--- src/include/rv_core_defs.svh ---
//////////////////////////////
// core widths, register count
// reset pc and major opcodes
//////////////////////////////
`ifndef RV_CORE_DEFS_SVH
`define RV_CORE_DEFS_SVH

// data and instruction widths
`define RV_XLEN     64
`define RV_ILEN     32

// integer register file
`define RV_NREGS    32
`define RV_REG_W    5

`define RV_RESET_PC 64'h0000_0000_0000_0000

// supported major opcodes, inst[6:0]
`define RV_OPC_OP     7'b0110011
`define RV_OPC_OP_IMM 7'b0010011
`define RV_OPC_LUI    7'b0110111

`endif

--- src/design/rv_core_pkg.sv ---
//////////////////////////////
// data word and index types
// alu operation enum
// stage payload structs
//////////////////////////////
`include "rv_core_defs.svh"

package rv_core_pkg;

    typedef logic [`RV_XLEN-1:0]  xlen_t;
    typedef logic [`RV_REG_W-1:0] reg_idx_t;

    typedef enum logic [3:0] {
        ALU_ADD    = 4'd0,
        ALU_SUB    = 4'd1,
        ALU_SLL    = 4'd2,
        ALU_SLT    = 4'd3,
        ALU_SLTU   = 4'd4,
        ALU_XOR    = 4'd5,
        ALU_SRL    = 4'd6,
        ALU_SRA    = 4'd7,
        ALU_OR     = 4'd8,
        ALU_AND    = 4'd9,
        ALU_PASS_B = 4'd10
    } alu_op_e;

    // fetch to decode
    typedef struct packed {
        xlen_t               pc;
        logic [`RV_ILEN-1:0] inst;
    } fetch_pkt_t;

    // decode to execute, operands already resolved
    typedef struct packed {
        xlen_t               pc;
        logic [`RV_ILEN-1:0] inst;
        reg_idx_t            rd;
        logic                we;
        alu_op_e             alu_op;
        xlen_t               a;
        xlen_t               b;
    } dec_pkt_t;

    // execute to writeback
    typedef struct packed {
        xlen_t               pc;
        logic [`RV_ILEN-1:0] inst;
        reg_idx_t            rd;
        logic                we;
        xlen_t               result;
    } wb_pkt_t;

endpackage

--- src/design/fetch_stage.sv ---
//////////////////////////////
// program counter and fetch
// packet with stall handling
//////////////////////////////
`timescale 1ns/1ns
`include "rv_core_defs.svh"

module fetch_stage (
    input  logic                    clk,
    input  logic                    rst,
    input  logic                    if_stall,
    input  logic [`RV_ILEN-1:0]     inst,
    output rv_core_pkg::xlen_t      pc,
    output logic                    fetch_valid,
    output rv_core_pkg::fetch_pkt_t fetch_pkt
);
    import rv_core_pkg::*;

    xlen_t pc_q;

    // hold on stall, else next word
    always_ff @(posedge clk) begin
        if (rst) begin
            pc_q <= `RV_RESET_PC;
        end else if (!if_stall) begin
            pc_q <= pc_q + xlen_t'(4);
        end
    end

    assign pc = pc_q;

    // stalled cycle sends a bubble
    assign fetch_valid    = !if_stall;
    assign fetch_pkt.pc   = pc_q;
    assign fetch_pkt.inst = inst;

endmodule

--- config.mk ---
export PLATFORM = sky130hd
export DESIGN_NAME = fetch_stage
export DESIGN_NICKNAME = d
export VERILOG_FILES = /design/src/design/rv_core_pkg.sv /design/src/design/fetch_stage.sv
export VERILOG_INCLUDE_DIRS = /design/src /design/src/include
export SDC_FILE = /design/constraint.sdc
export NUM_CORES = 1
export LEC_CHECK = 0
export BUFFER_PORTS_ARGS = -buffer_cell sky130_fd_sc_hd__buf_2
export CAP_MARGIN = 20
export CORE_MARGIN = 2
export CORE_UTILIZATION = 41
export CTS_CLUSTER_DIAMETER = 50
export DETAILED_ROUTE_END_ITERATION = 7
export GPL_TIMING_DRIVEN = 0
export PLACE_DENSITY = 0.87
export SLEW_MARGIN = 10
export SYNTH_ARGS = -nofsm -noshare
export SYNTH_HDL_FRONTEND = slang
export SYNTH_SLANG_ARGS = --single-unit
--- constraint.sdc ---
create_clock -name clk -period 1.9 [get_ports clk]
set_clock_uncertainty 0.05 [all_clocks]
set_input_delay 0 -clock clk [delete_from_list [all_inputs] [get_ports clk]]
set_output_delay 0 -clock clk [all_outputs]
set_load 0.05 [all_outputs]
==> results of run 1 <==
[cell type report]
| cell class | count | area (um^2) | share of cell area |
|---|---|---|---|
| well taps | 108 | 135.1 | 0.02369 |
| multi-input cells | 253 | 1807 | 0.3168 |
| plain buffers | 112 | 852.1 | 0.1494 |
| clock inverters | 5 | 32.53 | 0.005704 |
| repair buffers | 220 | 1277 | 0.2240 |
| clock buffers | 11 | 151.4 | 0.02655 |
| inverters | 14 | 52.55 | 0.009215 |
| flip-flops and latches | 62 | 1395 | 0.2446 |
[cells by family (layout without fill, tap and decap cells)]
kind of cell | count (synthesis) | in the layout | share of synthesized area
DFF | 62 | 62 | 0.3408
other | 1 | 4 | 0.001030
adders and majority gates | 1 | 1 | 0.003435
AOI/OAI and AO/OA | 60 | 60 | 0.09344
and+or+nand+nor | 156 | 156 | 0.2484
buffers and inverters | 127 | 362 | 0.2357
xor gates and xnor gates | 31 | 31 | 0.07454
muxes | 1 | 1 | 0.002748
[worst max-delay path: cells and delay by family, from the launching register on]
family / cells / cell delay (ns)
compound gates: 1 / 0.13
simple gates: 4 / 1.04
flops: 1 / 0.38
buf+inv: 2 / 0.31
[placed cells by master, fill, tap and decap left out, types with 4 or more instances in the layout]
cell type  netlist  final
and3_1           7      6
or4_1           17     10
nand3_1         21     18
nor2_1          40     37
dfxtp_1         62      5
clkbuf_1         9      7
dfxtp_2          0     24
conb_1           1      4
xnor2_1         10     10
buf_2            5    159
o21ai_1          5     10
a21oi_1         30     23
nand2_1         18     16
buf_6            1     10
dfxtp_4          0     33
buf_4           98    152
or4_4            0      7
clkbuf_8         0     12
a21oi_2          0      7
xor2_1          21     21
o31ai_2          0      6
o21ai_0          9      4
inv_1           14     14
o31ai_4          0      4
nand4_1         16     16
or3_1           14     14
o31ai_1         16      6
[how the worst min path moves through the flow]
| stage | start | slack, ns | cells past startpoint | to |
|---|---|---|---|---|
| floorplan | if_stall | 0.09 | 2 | pc[2]$_SDFFE_PP0N_ |
| global placement | inst[26] | 0.25 | 2 | fetch_pkt[26] |
| detailed placement | inst[0] | 0.25 | 2 | fetch_pkt[0] |
| CTS | rst | 0.04 | 2 | pc[63]$_SDFFE_PP0N_ |
| global route | rst | 0.07 | 2 | pc[63]$_SDFFE_PP0N_ |
| finish | rst | 0.04 | 2 | pc[63]$_SDFFE_PP0N_ |
[layer usage]
layer | vias to the layer above | GRT usage | routed length, um
li1 | 1893 | - | -
met1 | 1868 | 0.2661 | 4340
met2 | 216 | 0.3809 | 5862
met3 | 19 | 0.04653 | 953
met4 | 0 | 0.07060 | 180
met5 | - | 0 | 0
[cell usage after synthesis (4+ instances only)]
cell type and n:
nor2_1 40, o21ai_0 9, nand4_1 16, clkbuf_1 9, o31ai_1 16, or3_1 14
xor2_1 21, buf_4 98, xnor2_1 10, nor3_1 4, a21oi_1 30, inv_1 14
and3_1 7, buf_2 5, dfxtp_1 62, nand2_1 18, or4_1 17, nand3_1 21
o21ai_1 5
[metrics by stage]
step / instances / util / setup TNS [ns]
after detailed placement: 708 / 0.5572 / -5.797
after global routing: 785 / 0.6572 / -2.568
after global placement: 708 / 0.5572 / -4.342
after floorplan: 442 / - / -0.5493
final: 785 / 0.6572 / -0.2981
after CTS: 767 / 0.6221 / -0.005922
[repair_timing]
item,in CTS,in global routing
gates cloned,1,0
setup buffers,41,18
pin swaps,17,19
hold buffers,2,0
setup endpoints to repair,37,35
gates resized for setup,14,45
endpoints found under the hold margin,2,0
[power by group through the flow]
stage	combinational, mW	sequential [mW]	clock [mW]
floorplan	0.259	1.31	0
global route	0.359	1.26	1.16
global placement	0.324	1.30	0
finish	0.344	1.26	1.09
detailed placement	0.329	1.30	0
CTS	0.343	1.27	1.09
==> impl_metrics.ini, run 1 <==
[worst_setup_path]
reg2reg_to = pc[59]$_SDFFE_PP0N_
reg2reg_slack_ns = -0.08
worst_path_max_delay_cell = or4_4
criticalPathCategory = flop to flop
crit_arrival_ns = 2.21
cp_slowest_stage_delay_ns = 0.50
endpoint = pc[59]$_SDFFE_PP0N_
rr_startpoint = pc[23]$_SDFFE_PP0N_
worstPathMaxFanout = 7
critPathMostFrequentCell = buf_6
r2r_cells = 7
startpoint_type = flop
cp-startpoint = pc[23]$_SDFFE_PP0N_
cp-end-kind = flop
path_cells = nand4_4, buf_6, nor4_4, nand4_1, buf_6, or4_4, a21oi_2
cp.required_ns = 2.13

[synthesis]
synth_area_mm2 = 0.003642
synth_warnings = 0
synth_edf_count = 0
synth.distinct_cells = 34
syn_area_per_cell_um2 = 8.297
synthCells = 439
synth_top_area_frac = 0.3408
synth.yosys.seq_area_share = 0.3408
ys.flop_type = dfxtp_1
ys_seq_elements = 62
synth_area_leaders = dfxtp_1 (34%), buf_4 (20%), xor2_1 (5.0%)
synth_top_area_cell = dfxtp_1
async_flop_share = 0

[die]
die_w_um = 98.25
dieArea_mm2 = 0.009653
die_h_um = 98.25
io_pins = 196
start_util = 0.4197
std_cell_rows = 34
coreArea_mm2 = 0.008678

[final_layout]
insertedDiodeCount = 0
fillCellCount = 679
syn_to_final_growth_pct = 56.58
fin_nets = 708
largest_reg_flops = 62
final_area_mm2 = 0.005703
layout-drive-gt1-share = 0.6573

[power_and_ir_drop]
p_leak_nw = 2.833
p_switching_uw = 790.7
p_int_mw = 1.903
switching_share = 0.2936
clockPowerShare = 0.404
power_frac_comb = 0.128
power.total_mw = 2.693
p_seq_frac = 0.469
power.density_mw_per_mm2 = 472.3
ir_drop_mv = 0.3743

[sta]
finalHoldViolCount = 0
relSlewSlack = 0.5191
min_period_ns = 1.979
setup_viol_count_final = 8
fin_ws_ns = -0.07893
hold_ws_ns = 0.04349
fmax_ghz = 0.5053
fin_crit_sh = 1.042
maxSlewViolCount = 0
max_slew.worst_pin.slew_ns = 0.7153
rsz0062_at_grt = true

[drt]
wire_per_inst_um = 14.44
via_per_inst = 5.090
drtPass1Iterations = 5
drc = 0
vias = 3996
drt-total-wl_mm = 11.34
drt_iter0_markers = 156
antenna_left = 0

[cts]
path_clk_slew_ns = 0.07
clock-sinks = 62
clockRootBuffer = clkbuf_8
htreeDepth = 3
cts_tree = done
clk_path_buf_depth = 2
clk_latency_ns = 0.35
cts_buffers = 9

[placed_design]
dp_slack_ns = -0.2752
io_buffers = 158
hpwl_mm = 7.391
dpl_cell_area_mm2 = 0.004836
routabilityCongestion = 0.8635

[grt]
antenna_found_initial = 0
grt_pass1_vias = 3644
overflow = 0
grt_usage = 0.2174
grt_pass1_wl_mm = 17.24
grt_max_degree = 12

[status]
outcome = finished, violations left
violations = negative setup slack

[worst_hold_path]
worstHoldPathType = primary input to flop

[run]
drv_cap = 0
(Power assumes the default switching activity.)
==> run 2: changes to the inputs <==
CORE_ASPECT_RATIO = 2   (was default)
CORE_UTILIZATION = 49   (was 41)
PLACE_DENSITY = 0.95   (was 0.87)
clock period = 2.46 ns   (was 1.9 ns; I/O delays follow)
==> run 2 against run 1 <==
- the run now ends clean
- core utilization is 2.9 points higher
- via count is 6.2% lower
- clock power is 22% higher
- non-clock buffer count is 55 lower
- global-route usage is 2.4 points higher
- sequential share of layout area is 0.63 points higher
- hold slack worse by 0.029 ns
==> impl_metrics.ini, run 2 (synthesis results as in run 1) <==
[power_and_ir_drop]
p_switching_uw = 626.9
power.density_mw_per_mm2 = 525.2
p_seq_frac = 0.390
clockPowerShare = 0.512
switching_share = 0.2413
p_leak_nw = 2.511
power.total_mw = 2.598
ir_drop_mv = 0.4352
p_int_mw = 1.971
power_frac_comb = 0.097

[final_layout]
mostFrequentLayoutCell = buf_2
layout-drive-gt1-share = 0.4743
fillCellCount = 592
multi_input_area_mm2 = 0.001572
register_area_mm2 = 0.001241
largest_reg_flops = 62
layout_common_cells = buf_2 (163), buf_4 (103), dfxtp_1 (62)
fin_nets = 653
insertedDiodeCount = 0
syn_to_final_growth_pct = 35.80

[grt]
antenna_found_initial = 0
grt_pass1_wl_mm = 15.71
grt_pass1_vias = 3448
grt_max_degree = 11
overflow = 0
grt_usage = 0.2417

[sta]
fin_crit_sh = 0.9273
min_period_ns = 2.281
finalHoldViolCount = 0
max_slew.worst_pin.slew_ns = 0.7189
rsz0062_at_grt = false
setup_viol_count_final = 0
fmax_ghz = 0.4384
relSlewSlack = 0.5168
maxSlewViolCount = 0
hold_ws_ns = 0.01475

[die]
start_util = 0.5050
die_w_um = 64.97
die_h_um = 125.9
coreArea_mm2 = 0.007212
dieArea_mm2 = 0.008181
io_pins = 196
std_cell_rows = 44

[worst_setup_path]
cp-end-kind = flop
criticalPathCategory = flop to flop
startpoint_type = flop
worstPathMaxFanout = 10
crit_arrival_ns = 2.49
cp.required_ns = 2.67

[cts]
clockRootBuffer = clkbuf_16
htreeDepth = 3
cts_tree = done
clock-sinks = 62
cts_buffers = 9
clk_latency_ns = 0.33
path_clk_slew_ns = 0.05
clk_path_buf_depth = 2

[drt]
vias = 3750
drt_iter0_markers = 246
via_per_inst = 5.252
drt-total-wl_mm = 10.04
wire_per_inst_um = 14.07
drtPass1Iterations = 4
drc = 0
antenna_left = 0

[worst_hold_path]
worstHoldPathType = primary input to flop

[placed_design]
hpwl_mm = 7.613
io_buffers = 158
routabilityCongestion = 0.8536

[run]
drv_cap = 0

[status]
outcome = complete, no violations
-- run 2: cell count changes in the layout (fill, tap and decap cells not counted), moves of 7 or more --
cell,delta
dfxtp_4,-33
or4_1,+7
o31ai_1,+10
dfxtp_2,-24
buf_4,-49
a21oi_2,-7
buf_6,-9
clkbuf_16,+9
clkbuf_8,-8
dfxtp_1,+57
or4_4,-7
a21oi_1,+7
-- run 2: final timing paths --
kind	endpoint	startpoint	cells after the start	slack, ns
max	pc[57]$_SDFFE_PP0N_	pc[30]$_SDFFE_PP0N_	7	0.18
min reg2reg	pc[46]$_SDFFE_PP0N_	pc[46]$_SDFFE_PP0N_	2	0.47
max reg2reg	pc[57]$_SDFFE_PP0N_	pc[30]$_SDFFE_PP0N_	7	0.18
min	pc[61]$_SDFFE_PP0N_	rst	2	0.01
-- run 2: worst max-delay path: stages (launching register included) --
cell and delay, ns:
dfxtp_1 0.45, and4_1 0.21, buf_2 0.17, and3_1 0.15, buf_2 0.18, nand3_1 0.28
or4_1 0.58, a21oi_1 0.14
-- run 2: power groups by stage --
| stage | clock network [mW] | registers (mW) | logic (mW) |
|---|---|---|---|
| 2_1_floorplan | 0 | 1.05 | 0.200 |
| 3_3_place_gp | 0 | 1.03 | 0.250 |
| 3_5_place_dp | 0 | 1.03 | 0.252 |
| 4_1_cts | 1.33 | 1.01 | 0.254 |
| 5_1_grt | 1.37 | 1.01 | 0.262 |
| 6_report | 1.33 | 1.01 | 0.253 |
-- run 2: per-layer routing --
layer | GRT usage | vias up | part of all wire
met3 | 0.05446 | 21 | 0.069
met5 | 0 | - | 0
met1 | 0.2356 | 1774 | 0.34
met2 | 0.4633 | 173 | 0.56
li1 | - | 1782 | -
met4 | 0.1064 | 0 | 0.027
-- run 2: layout make-up --
| cell class | instances | area share |
|---|---|---|
| plain buffers | 113 | 0.1632 |
| inverters | 14 | 0.01062 |
| clock inverters | 3 | 0.008095 |
| flip-flops and latches | 62 | 0.2509 |
| repair buffers | 164 | 0.1695 |
| clock buffers | 13 | 0.05667 |
| well taps | 92 | 0.02327 |
| multi-input cells | 253 | 0.3177 |
-- run 2: repair_timing --
| action | 4_1_cts | 5_1_grt |
|---|---|---|
| setup buffers | 2 | 3 |
| resized for setup | 1 | 3 |
| hold buffers | 1 | 0 |
| endpoints found under the hold margin | 2 | 0 |
| gates cloned | 0 | 0 |
| endpoints found under the setup margin | 10 | 11 |
| pin swaps | 2 | 2 |
-- run 2: through the flow --
stage / instances / TNS, ns / area, um^2 / utilization / worst slack (ns)
global route: 714 / 0 / 4946 / 0.6858 / 0.02156
detailed placement: 692 / -0.7411 / 4559 / 0.6322 / -0.1269
global placement: 692 / -0.06409 / 4559 / 0.6322 / -0.03903
floorplan: 442 / 0 / 3654 / - / 0.03712
finish: 714 / 0 / 4946 / 0.6858 / 0.1789
CTS: 711 / 0 / 4913 / 0.6813 / 0.01407
