$ cat src/include/rv_core_defs.svh
//////////////////////////////
// core widths, register count
// reset pc and major opcodes
//////////////////////////////
`ifndef RV_CORE_DEFS_SVH
`define RV_CORE_DEFS_SVH

// data and instruction widths
`define RV_XLEN     64
`define RV_ILEN     32

// integer register file
`define RV_NREGS    32
`define RV_REG_W    5

`define RV_RESET_PC 64'h0000_0000_0000_0000

// supported major opcodes, inst[6:0]
`define RV_OPC_OP     7'b0110011
`define RV_OPC_OP_IMM 7'b0010011
`define RV_OPC_LUI    7'b0110111

`endif

$ cat src/design/rv_core_pkg.sv
//////////////////////////////
// data word and index types
// alu operation enum
// stage payload structs
//////////////////////////////
`include "rv_core_defs.svh"

package rv_core_pkg;

    typedef logic [`RV_XLEN-1:0]  xlen_t;
    typedef logic [`RV_REG_W-1:0] reg_idx_t;

    typedef enum logic [3:0] {
        ALU_ADD    = 4'd0,
        ALU_SUB    = 4'd1,
        ALU_SLL    = 4'd2,
        ALU_SLT    = 4'd3,
        ALU_SLTU   = 4'd4,
        ALU_XOR    = 4'd5,
        ALU_SRL    = 4'd6,
        ALU_SRA    = 4'd7,
        ALU_OR     = 4'd8,
        ALU_AND    = 4'd9,
        ALU_PASS_B = 4'd10
    } alu_op_e;

    // fetch to decode
    typedef struct packed {
        xlen_t               pc;
        logic [`RV_ILEN-1:0] inst;
    } fetch_pkt_t;

    // decode to execute, operands already resolved
    typedef struct packed {
        xlen_t               pc;
        logic [`RV_ILEN-1:0] inst;
        reg_idx_t            rd;
        logic                we;
        alu_op_e             alu_op;
        xlen_t               a;
        xlen_t               b;
    } dec_pkt_t;

    // execute to writeback
    typedef struct packed {
        xlen_t               pc;
        logic [`RV_ILEN-1:0] inst;
        reg_idx_t            rd;
        logic                we;
        xlen_t               result;
    } wb_pkt_t;

endpackage

$ cat src/design/bypass_if.sv
//////////////////////////////
// pending register result of
// one stage, seen by decode
//////////////////////////////
`timescale 1ns/1ns

interface bypass_if;
    import rv_core_pkg::*;

    logic     valid;
    logic     we;
    reg_idx_t rd;
    xlen_t    data;

    modport src  (output valid, output we, output rd, output data);
    modport sink (input valid, input we, input rd, input data);

endinterface

$ cat src/design/decode_stage.sv
//////////////////////////////
// instruction decode, imm gen
// operand forwarding
//////////////////////////////
`timescale 1ns/1ns
`include "rv_core_defs.svh"

module decode_stage (
    input  logic                    fd_valid,
    input  rv_core_pkg::fetch_pkt_t fd_pkt,
    output rv_core_pkg::reg_idx_t   rs1,
    output rv_core_pkg::reg_idx_t   rs2,
    input  rv_core_pkg::xlen_t      rs1_data,
    input  rv_core_pkg::xlen_t      rs2_data,
    bypass_if.sink                  byp_exe,
    bypass_if.sink                  byp_wb,
    output logic                    de_valid,
    output rv_core_pkg::dec_pkt_t   de_pkt
);
    import rv_core_pkg::*;

    logic [`RV_ILEN-1:0] inst;
    logic [6:0]          opcode;
    logic [2:0]          funct3;
    logic [6:0]          funct7;
    reg_idx_t            rd;
    logic                legal;
    logic                use_imm;
    logic                alt;
    alu_op_e             alu_op;
    xlen_t               imm;
    logic                exe_ok;
    logic                wb_ok;
    xlen_t               fwd_a;
    xlen_t               fwd_b;

    // youngest producer wins
    function automatic xlen_t select_src(
        input reg_idx_t idx,
        input xlen_t    rf_data,
        input logic     exe_hit_ok,
        input reg_idx_t exe_rd,
        input xlen_t    exe_data,
        input logic     wb_hit_ok,
        input reg_idx_t wb_rd,
        input xlen_t    wb_data
    );
        xlen_t val;
        if (exe_hit_ok && exe_rd == idx) begin
            val = exe_data;
        end else if (wb_hit_ok && wb_rd == idx) begin
            val = wb_data;
        end else begin
            val = rf_data;
        end
        return val;
    endfunction

    assign inst   = fd_pkt.inst;
    assign opcode = inst[6:0];
    assign funct3 = inst[14:12];
    assign funct7 = inst[31:25];
    assign rd     = inst[11:7];
    assign rs1    = inst[19:15];
    assign rs2    = inst[24:20];

    always_comb begin
        legal   = 1'b0;
        use_imm = 1'b1;
        alt     = 1'b0;
        imm     = {{(`RV_XLEN-12){inst[31]}}, inst[31:20]};
        case (opcode)
            `RV_OPC_OP: begin
                use_imm = 1'b0;
                alt     = funct7[5];
                legal   = (funct7 == 7'b0000000) ||
                          (funct7 == 7'b0100000 && (funct3 == 3'b000 || funct3 == 3'b101));
            end
            `RV_OPC_OP_IMM: begin
                // shifts carry a 6-bit shamt, bit 30 picks sra
                alt = (funct3 == 3'b101) && inst[30];
                if (funct3 == 3'b001) begin
                    legal = (inst[31:26] == 6'b000000);
                end else if (funct3 == 3'b101) begin
                    legal = (inst[31:26] == 6'b000000) || (inst[31:26] == 6'b010000);
                end else begin
                    legal = 1'b1;
                end
            end
            `RV_OPC_LUI: begin
                legal = 1'b1;
                imm   = {{(`RV_XLEN-32){inst[31]}}, inst[31:12], 12'h000};
            end
            default: begin
                legal = 1'b0;
            end
        endcase
    end

    always_comb begin
        case (funct3)
            3'b000:  alu_op = alt ? ALU_SUB : ALU_ADD;
            3'b001:  alu_op = ALU_SLL;
            3'b010:  alu_op = ALU_SLT;
            3'b011:  alu_op = ALU_SLTU;
            3'b100:  alu_op = ALU_XOR;
            3'b101:  alu_op = alt ? ALU_SRA : ALU_SRL;
            3'b110:  alu_op = ALU_OR;
            default: alu_op = ALU_AND;
        endcase
        if (opcode == `RV_OPC_LUI) begin
            alu_op = ALU_PASS_B;
        end
    end

    // a source counts only with a real destination
    assign exe_ok = byp_exe.valid && byp_exe.we && (byp_exe.rd != '0);
    assign wb_ok  = byp_wb.valid && byp_wb.we && (byp_wb.rd != '0);

    assign fwd_a = select_src(rs1, rs1_data, exe_ok, byp_exe.rd, byp_exe.data,
                              wb_ok, byp_wb.rd, byp_wb.data);
    assign fwd_b = select_src(rs2, rs2_data, exe_ok, byp_exe.rd, byp_exe.data,
                              wb_ok, byp_wb.rd, byp_wb.data);

    assign de_valid      = fd_valid;
    assign de_pkt.pc     = fd_pkt.pc;
    assign de_pkt.inst   = inst;
    assign de_pkt.rd     = rd;
    assign de_pkt.we     = legal && (rd != '0);
    assign de_pkt.alu_op = alu_op;
    assign de_pkt.a      = fwd_a;
    assign de_pkt.b      = use_imm ? imm : fwd_b;

endmodule

$ cat src/flat_wrapper.sv
// flat-port wrapper written by rule: the top's interface ports become plain ports
module decode_stage_flat import rv_core_pkg::*;
  (fd_valid, fd_pkt, rs1, rs2, rs1_data, rs2_data, de_valid, de_pkt, byp_exe_valid, byp_exe_we, byp_exe_rd, byp_exe_data, byp_wb_valid, byp_wb_we, byp_wb_rd, byp_wb_data);
  bypass_if byp_exe_i ();
  bypass_if byp_wb_i ();
  input  logic fd_valid;
  input  rv_core_pkg::fetch_pkt_t fd_pkt;
  output rv_core_pkg::reg_idx_t rs1;
  output rv_core_pkg::reg_idx_t rs2;
  input  rv_core_pkg::xlen_t rs1_data;
  input  rv_core_pkg::xlen_t rs2_data;
  output logic de_valid;
  output rv_core_pkg::dec_pkt_t de_pkt;
  input wire logic [$bits(byp_exe_i.valid)-1:0] byp_exe_valid;
  input wire logic [$bits(byp_exe_i.we)-1:0] byp_exe_we;
  input wire logic [$bits(byp_exe_i.rd)-1:0] byp_exe_rd;
  input wire logic [$bits(byp_exe_i.data)-1:0] byp_exe_data;
  input wire logic [$bits(byp_wb_i.valid)-1:0] byp_wb_valid;
  input wire logic [$bits(byp_wb_i.we)-1:0] byp_wb_we;
  input wire logic [$bits(byp_wb_i.rd)-1:0] byp_wb_rd;
  input wire logic [$bits(byp_wb_i.data)-1:0] byp_wb_data;
  assign byp_exe_i.valid = byp_exe_valid;
  assign byp_exe_i.we = byp_exe_we;
  assign byp_exe_i.rd = byp_exe_rd;
  assign byp_exe_i.data = byp_exe_data;
  assign byp_wb_i.valid = byp_wb_valid;
  assign byp_wb_i.we = byp_wb_we;
  assign byp_wb_i.rd = byp_wb_rd;
  assign byp_wb_i.data = byp_wb_data;
  decode_stage u_core (.fd_valid(fd_valid), .fd_pkt(fd_pkt), .rs1(rs1), .rs2(rs2), .rs1_data(rs1_data), .rs2_data(rs2_data), .byp_exe(byp_exe_i), .byp_wb(byp_wb_i), .de_valid(de_valid), .de_pkt(de_pkt));
endmodule
$ cat config.mk
export PLATFORM = sky130hd
export DESIGN_NAME = decode_stage_flat
export DESIGN_NICKNAME = d
export VERILOG_FILES = /design/src/design/rv_core_pkg.sv /design/src/design/bypass_if.sv /design/src/design/decode_stage.sv /design/src/flat_wrapper.sv
export VERILOG_INCLUDE_DIRS = /design/src /design/src/include
export SDC_FILE = /design/constraint.sdc
export NUM_CORES = 1
export LEC_CHECK = 0
export CAP_MARGIN = 20
export CORE_AREA = 2 2 235 237
export DETAILED_ROUTE_END_ITERATION = 10
export DIE_AREA = 0 0 237 239
export DONT_BUFFER_PORTS = 1
export SLEW_MARGIN = 20
export SYNTH_ARGS = -nofsm -noshare
export SYNTH_HDL_FRONTEND = slang
export SYNTH_SLANG_ARGS = --single-unit
$ cat constraint.sdc
create_clock -name vclk -period 2.6
set_input_delay 0.13 -clock vclk [all_inputs]
set_output_delay 0.13 -clock vclk [all_outputs]
set_load 0.03 [all_outputs]
==> flow_summary.toml, run 1 <==
[outcome]
status = "completed"

[sta]
tns_ns = 0
tightest_slew_ns = 0.717
report.final.slew_viol_count = 0
fmax_ghz = 0.423
rsz0062_at_grt = "no"
setup_viol = 0
hold_viol = 0
min_period_ns = 2.36
relSlewSlack = 0.523
fin_crit_sh = 0.909

[route]
ant_nets = 0
route.detailed.drc = 0
drt-total-wl_mm = 37.1
drt_first_pass_iters = 5
dr.first_iter.drc_count = 380
drt-wirelength-per-cell_um = 26.2
vias = 5872
via_per_inst = 4.14

[pwr]
p_int_w = 0.000313
vdd_drop_max_uv = 55.1
power.total_w = 0.000878
leakage_nw = 1.84
power_density_nw_per_um2 = 153
p_sw_w = 0.000565
pwr-share-clk = 0
p_seq_frac = 0
p_sw_frac = 0.643
p_comb_frac = 1.000

[layout]
multi_input_area_sq_um = 3500
areaGrowthSynthToFinish_pct = 22.4
n_fill_cell = 6408
seq_cells = 0
post_route_cells_drive_above_1_share = 0.239
nNetsFinal = 1075
register_area_sq_um = 0
nClkBuffers = 0

[placed_design]
portBuffers = 0
dp_hpwl_mm = 30.7
gp_congestion = 0.897

[worst_hold_path]
hold_path.class = "input pin to output pin"

[grt]
grt_max_degree = 69
grt.total_usage = 0.120
overflow = 0
antenna_found_initial = 15
first_global_vias = 5494
grt_pass1_wl_mm = 47.4

[logic_synthesis]
synth_top_area_cell = "buf_4"
syn_avg_cell_area_sq_um = 6.36
yosys_warnings = 0
yosysSeqAreaShare = 0
netlist_area_sq_um = 4670
syn_inst = 735
synth_nets = 1102
synth.distinct_cells = 33
synth_area_leaders = "buf_4 (18%), mux2i_1 (14%), a21oi_1 (9.1%)"
synth_top_area_share = 0.181

[floorplan]
start_util = 0.0860
core_area_sq_um = 54300
die_x_um = 237
die_h_um = 239
pin_count = 612
row_count = 86
dieArea_sq_um = 56600

[worst_setup_path]
timing_worst_setup_path_type = "input pin to output pin"
cp.arrival_ns = 2.23
worstSetupEndpointType = "output pin"
crit_required_ns = 2.47
setup.worst_path.start_class = "input pin"
worstPathMaxFanout = 31

[cts]
cts-hold-fix-buffers = 0
cts_resized = 0
post-cts-setup-buffers = 0

[run]
cap_violations = 0
path summary, 6_finish.rpt:
kind,start,end,slack (ns),cells after the start
min,fd_pkt[49],de_pkt[187],0.26,0
max,byp_exe_rd[0],de_pkt[18],0.24,7
critical path, stage by stage:
cell and delay (ns):
or4_1 0.52, o211ai_2 0.25, nor4_4 0.08, buf_4 0.27, a211oi_1 0.60, o21ai_1 0.15, buf_4 0.19
Yosys cell counts:
cell / number
nor2b_1: 1
buf_4: 113
nor4b_1: 2
mux2i_1: 64
or3b_2: 1
nor4_1: 1
nand2b_1: 2
inv_1: 2
a211oi_1: 56
nand3b_1: 1
or4_1: 5
and2_1: 13
o21ai_0: 72
a2111oi_0: 1
clkbuf_1: 36
o21ai_1: 61
nand3_1: 3
a221oi_1: 10
xor2_1: 10
o211ai_2: 1
buf_2: 20
a21oi_1: 85
and4b_1: 1
nor3_1: 2
xnor2_1: 11
o21bai_1: 1
a21boi_0: 42
nand2_1: 19
nand4_1: 1
nor4_4: 1
buf_6: 14
nor2_1: 69
and3_1: 14
routing by layer:
layer | wire, um | track usage | part of all wire | vias up
li1 | - | - | - | 2503
met1 | 14500 | 0.141 | 0.39 | 2710
met2 | 16500 | 0.193 | 0.44 | 505
met3 | 3860 | 0.0370 | 0.10 | 148
met4 | 2210 | 0.0694 | 0.060 | 6
met5 | 38 | 0 | 0.0010 | -
power by group through the flow:
| stage | registers, W | logic (W) | clock network [W] |
|---|---|---|---|
| finish | 0 | 0.000878 | 0.000000000290 |
| global route | 0 | 0.000920 | 0.000000000316 |
| CTS | 0 | 0.000879 | 0 |
| detailed placement | 0 | 0.000877 | 0 |
| global placement | 0 | 0.000874 | 0 |
| floorplan | 0 | 0.000866 | 0 |
final cells by class:
| type | instances | share of cell area |
|---|---|---|
| antenna | 9 | 0.00394 |
| inverter | 2 | 0.00131 |
| multi-input combinational | 550 | 0.612 |
| tap | 704 | 0.154 |
| timing repair buffer | 154 | 0.228 |
logic make-up (layout without fill, tap and decap cells):
kind of cell    count (synthesis)  in the layout  synth area share
buf+inv                       185            156             0.267
other cells                     0              9                 0
mux                            64             64             0.137
compound gates                329            329             0.416
xor+xnor                       21             21            0.0393
simple gates                  136            136             0.141
through the flow:
step | setup WS, ns | instances | utilization | instance area [sq um] | hold WS (ns)
6_report | 0.237 | 1419 | 0.105 | 5720 | 0.260
5_1_grt | 0.151 | 1416 | 0.105 | 5710 | 0.260
4_1_cts | 0.0459 | 1410 | 0.105 | 5690 | 0.260
3_5_place_dp | 0.0610 | 1410 | 0.105 | 5690 | 0.260
3_3_place_gp | -0.533 | 1410 | 0.105 | 5680 | 0.260
2_1_floorplan | 0.132 | 735 | - | 4670 | 0.392
cell usage in the layout, fill, tap and decap left out, drive strengths merged:
master,n
buf,154
and3,14
or3b,1
o211ai,1
nand2,19
a2111oi,1
a221oi,10
o21ai,133
a211oi,56
nor2,69
o21bai,1
a21boi,42
nor4b,2
nand3,3
nand4,1
xor2,10
or4,5
nor3,2
diode,9
a21oi,85
and4b,1
xnor2,11
nand2b,2
nor2b,1
and2,13
nand3b,1
mux2i,64
inv,2
nor4,2
(Power assumes the default switching activity.)
==> run 2: changes to the inputs <==
Settings changed: CELL_PAD_IN_SITES_DETAIL_PLACEMENT set to 2, CELL_PAD_IN_SITES_GLOBAL_PLACEMENT set to 2, CORE_AREA 2 2 235 237 to 2 2 236 238, DIE_AREA 0 0 237 239 to 0 0 238 240, PLACE_DENSITY_LB_ADDON set to 0.1.
==> run 2 against run 1 <==
Against the previous run:
- highest routed layer unchanged
- maximum frequency shrank 0.54%
- sequential share of layout area unchanged
- via count fell by 4.2%
- critical endpoint is now de_pkt[50]
==> flow_summary.toml, run 2 (synthesis results as in run 1) <==
[worst_setup_path]
crit_required_ns = 2.47
worstPathMaxFanout = 36
cp.arrival_ns = 2.25
setup.worst_path.start_class = "input pin"
worstSetupEndpointType = "output pin"
timing_worst_setup_path_type = "input pin to output pin"

[layout]
seq_cells = 0
final_common_cell = "buf_4"
nClkBuffers = 0
nNetsFinal = 1082
post_route_cells_drive_above_1_share = 0.244
areaGrowthSynthToFinish_pct = 21.9
register_area_sq_um = 0
final_cell_mix = "buf_4 (152), a21oi_1 (85), o21ai_0 (71)"

[floorplan]
dieArea_sq_um = 57100
die_x_um = 238
pin_count = 612
row_count = 86
start_util = 0.0855
core_area_sq_um = 54700
die_h_um = 240

[pwr]
p_sw_w = 0.000555
p_comb_frac = 1.000
leakage_nw = 1.85
p_seq_frac = 0
power_density_nw_per_um2 = 152
p_sw_frac = 0.640
vdd_drop_max_uv = 73.3
pwr-share-clk = 0
p_int_w = 0.000312

[route]
wl_met2_mm = 19.2
drt-total-wl_mm = 36.6
vias = 5623
route.detailed.drc = 0
drt-wirelength-per-cell_um = 25.7
via_per_inst = 3.95
ant_nets = 0
dr.first_iter.drc_count = 162
wl_met1_mm = 13.3
drt_first_pass_iters = 4
met3_length_mm = 3.14
dr.max_layer_used = "met5"

[cts]
cts-hold-fix-buffers = 0
post-cts-setup-buffers = 0
cts_resized = 0

[sta]
hold_viol = 0
relSlewSlack = 0.330
rsz0062_at_grt = "no"
tns_ns = 0
fmax_ghz = 0.421
setup_viol = 0
tightest_slew_ns = 1.00
fin_crit_sh = 0.914
fin_hold_ws_ns = 0.260
report.final.slew_viol_count = 0
min_period_ns = 2.38

[grt]
grt_pass1_wl_mm = 50.0
first_global_vias = 6426
antenna_found_initial = 9
grt_max_degree = 66
overflow = 0
grt.total_usage = 0.119

[placed_design]
gp_congestion = 0.766
portBuffers = 0
dp_hpwl_mm = 30.0

[worst_hold_path]
hold_depth = 0
hold_path.class = "input pin to output pin"
whs_endpoint = "de_pkt[177]"
min_from = "fd_pkt[39]"

[outcome]
status = "completed"

[run]
cap_violations = 0
==> run 2: worst max path at each step <==
stage	from	endpoint	slack [ns]	cells past startpoint
after global routing	byp_wb_rd[3]	de_pkt[50]	0.09	7
after global placement	byp_wb_rd[3]	de_pkt[50]	0.15	7
after detailed placement	byp_wb_rd[3]	de_pkt[50]	0.15	7
after floorplan	fd_pkt[3]	de_pkt[128]	0.13	5
final	byp_wb_rd[3]	de_pkt[50]	0.22	7
after CTS	byp_wb_rd[3]	de_pkt[50]	0.14	7
==> run 2: area by class of cell <==
cell class | instances | area (sq um)
fillers | 6600 | 49000
well taps | 704 | 881
repair buffers | 161 | 1310
inverters | 2 | 7.51
multi-input cells | 550 | 3480
diodes | 5 | 12.5
==> run 2: through the flow <==
stage / utilization / std cells / instance area (sq um) / setup slack [ns] / total power [W]
after floorplan: - / 735 / 4670 / 0.132 / 0.000866
after global placement: 0.104 / 1417 / 5680 / 0.145 / 0.000880
after detailed placement: 0.104 / 1417 / 5680 / 0.153 / 0.000882
after CTS: 0.104 / 1417 / 5680 / 0.139 / 0.000885
after global routing: 0.104 / 1419 / 5690 / 0.0903 / 0.000930
final: 0.104 / 1422 / 5700 / 0.225 / 0.000866
==> run 2: per-layer routing <==
metal	global-route usage	vias up
met5	0	-
met4	0.0242	8
met3	0.0326	42
met2	0.231	322
met1	0.127	2736
li1	-	2515
==> run 2: power groups by stage <==
stage | logic [W] | clock network, W | registers [W]
6_report | 0.000866 | 0.000000000274 | 0
5_1_grt | 0.000930 | 0.000000000103 | 0
4_1_cts | 0.000885 | 0 | 0
3_5_place_dp | 0.000882 | 0 | 0
3_3_place_gp | 0.000880 | 0 | 0
2_1_floorplan | 0.000866 | 0 | 0
==> run 2: critical path, cell delays in order <==
cell      delay (ns)
xor2_1          0.15
nor4_2          0.54
buf_6           0.34
a21boi_0        0.14
a211oi_1        0.51
o21ai_1         0.17
buf_4           0.20
==> run 3: changes to the inputs <==
Settings changed: PLACE_DENSITY_LB_ADDON 0.1 to 0.15.
==> run 3 against run 2 <==
Against the previous run:
- die area stayed put
- count of clock-buffer cells in the layout stayed put
- first-iteration DRC count is 6.2% higher
- worst hold slack stayed put
- combinational power is 2.8% higher
- final cell count is 1.1% higher
- design area is 2.6% higher
- critical path depth is 1 higher
- power is 2.7% higher
- maximum frequency is 2.5% higher
- sequential share of layout area stayed put
- routed wire length is 2.2% higher
- critical path type unchanged
==> flow_summary.toml, run 3 (synthesis results as in run 1) <==
[sta]
tns_ns = 0
report.final.slew_viol_count = 0
rsz0062_at_grt = "no"
hold_viol = 0
fin_crit_sh = 0.891
relSlewSlack = 0.396
fmax_ghz = 0.432
tightest_slew_ns = 0.906
fin_hold_ws_ns = 0.260
min_period_ns = 2.32
setup_viol = 0

[outcome]
status = "completed"

[floorplan]
row_count = 86
die_x_um = 238
core_area_sq_um = 54700
dieArea_sq_um = 57100
pin_count = 612
die_h_um = 240
start_util = 0.0855

[pwr]
vdd_drop_max_uv = 43.0
leakage_nw = 1.94
power_density_nw_per_um2 = 152

[layout]
areaGrowthSynthToFinish_pct = 25.1
seq_cells = 0
multi_input_area_sq_um = 3490
final_common_cell = "buf_4"
nClkBuffers = 0
register_area_sq_um = 0
post_route_cells_drive_above_1_share = 0.261
nNetsFinal = 1097
n_fill_cell = 6558
final_cell_mix = "buf_4 (165), a21oi_1 (85), o21ai_0 (71)"

[cts]
cts_resized = 0
cts-hold-fix-buffers = 0
post-cts-setup-buffers = 0

[placed_design]
gp_congestion = 0.709
dp_hpwl_mm = 31.5
portBuffers = 0

[worst_setup_path]
worstSetupEndpointType = "output pin"
setup.worst_path.start_class = "input pin"
worstPathMaxFanout = 17
cp.arrival_ns = 2.19
crit_path_start = "fd_pkt[23]"
timing_worst_setup_path_type = "input pin to output pin"
crit_required_ns = 2.47

[grt]
grt.total_usage = 0.122
antenna_found_initial = 7
grt_max_degree = 54
first_global_vias = 6211
grt_pass1_wl_mm = 50.1
overflow = 0

[route]
vias = 5687
drt-total-wl_mm = 37.3
drt_first_pass_iters = 4
ant_nets = 0
drt-wirelength-per-cell_um = 26.0
route.detailed.drc = 0
dr.first_iter.drc_count = 172
via_per_inst = 3.96

[run]
cap_violations = 0

[worst_hold_path]
min_from = "fd_pkt[37]"
hold_path.class = "input pin to output pin"
==> run 3: changes by cell type in the layout (fill, tap and decap cells not counted) <==
| cell | delta |
|---|---|
| nand2_2 | +1 |
| buf_4 | +13 |
| buf_12 | +3 |
| buf_6 | -1 |
| nand2_1 | -1 |
==> run 3: worst max-delay path, cell delays in order <==
cell and delay, ns:
xor2_1 0.14, nor4_2 0.44, buf_4 0.22, nand2_2 0.30, buf_4 0.29, a221oi_1 0.32
o21ai_1 0.15, buf_4 0.19
==> run 3: area by class of cell <==
type / instances / area share
Antenna cell: 5 / 0.00214
Inverter: 2 / 0.00128
Multi-Input combinational cell: 550 / 0.596
Tap cell: 704 / 0.151
Timing Repair Buffer: 176 / 0.250
==> run 3: metrics by stage <==
stage / worst slack (ns) / cells / instance area [sq um] / util / total power (W)
2_1_floorplan: 0.132 / 735 / 4670 / - / 0.000866
3_3_place_gp: 0.155 / 1432 / 5830 / 0.107 / 0.000909
3_5_place_dp: 0.187 / 1432 / 5830 / 0.107 / 0.000908
4_1_cts: 0.173 / 1432 / 5830 / 0.107 / 0.000911
5_1_grt: 0.104 / 1435 / 5840 / 0.107 / 0.000958
6_report: 0.284 / 1437 / 5850 / 0.107 / 0.000890
==> run 3: path summary, 6_finish.rpt <==
kind,cells past startpoint,slack (ns),end
max,8,0.28,de_pkt[3]
min,0,0.26,de_pkt[175]
==> run 3: metal layers <==
layer / wire length (um) / vias to the layer above / part of all wire / GRT usage
met1: 14800 / 2778 / 0.40 / 0.142
met5: 26 / - / 0.00070 / 0
met4: 1020 / 4 / 0.027 / 0.0282
met3: 2660 / 61 / 0.071 / 0.0277
met2: 18800 / 299 / 0.50 / 0.226
li1: - / 2545 / - / -
==> run 3: where the power goes <==
part	internal (W)	switching, W	total [W]
Clock	0.000000000195	0	0.000000000195
Combinational	0.000331	0.000559	0.000890
Sequential	0	0	0
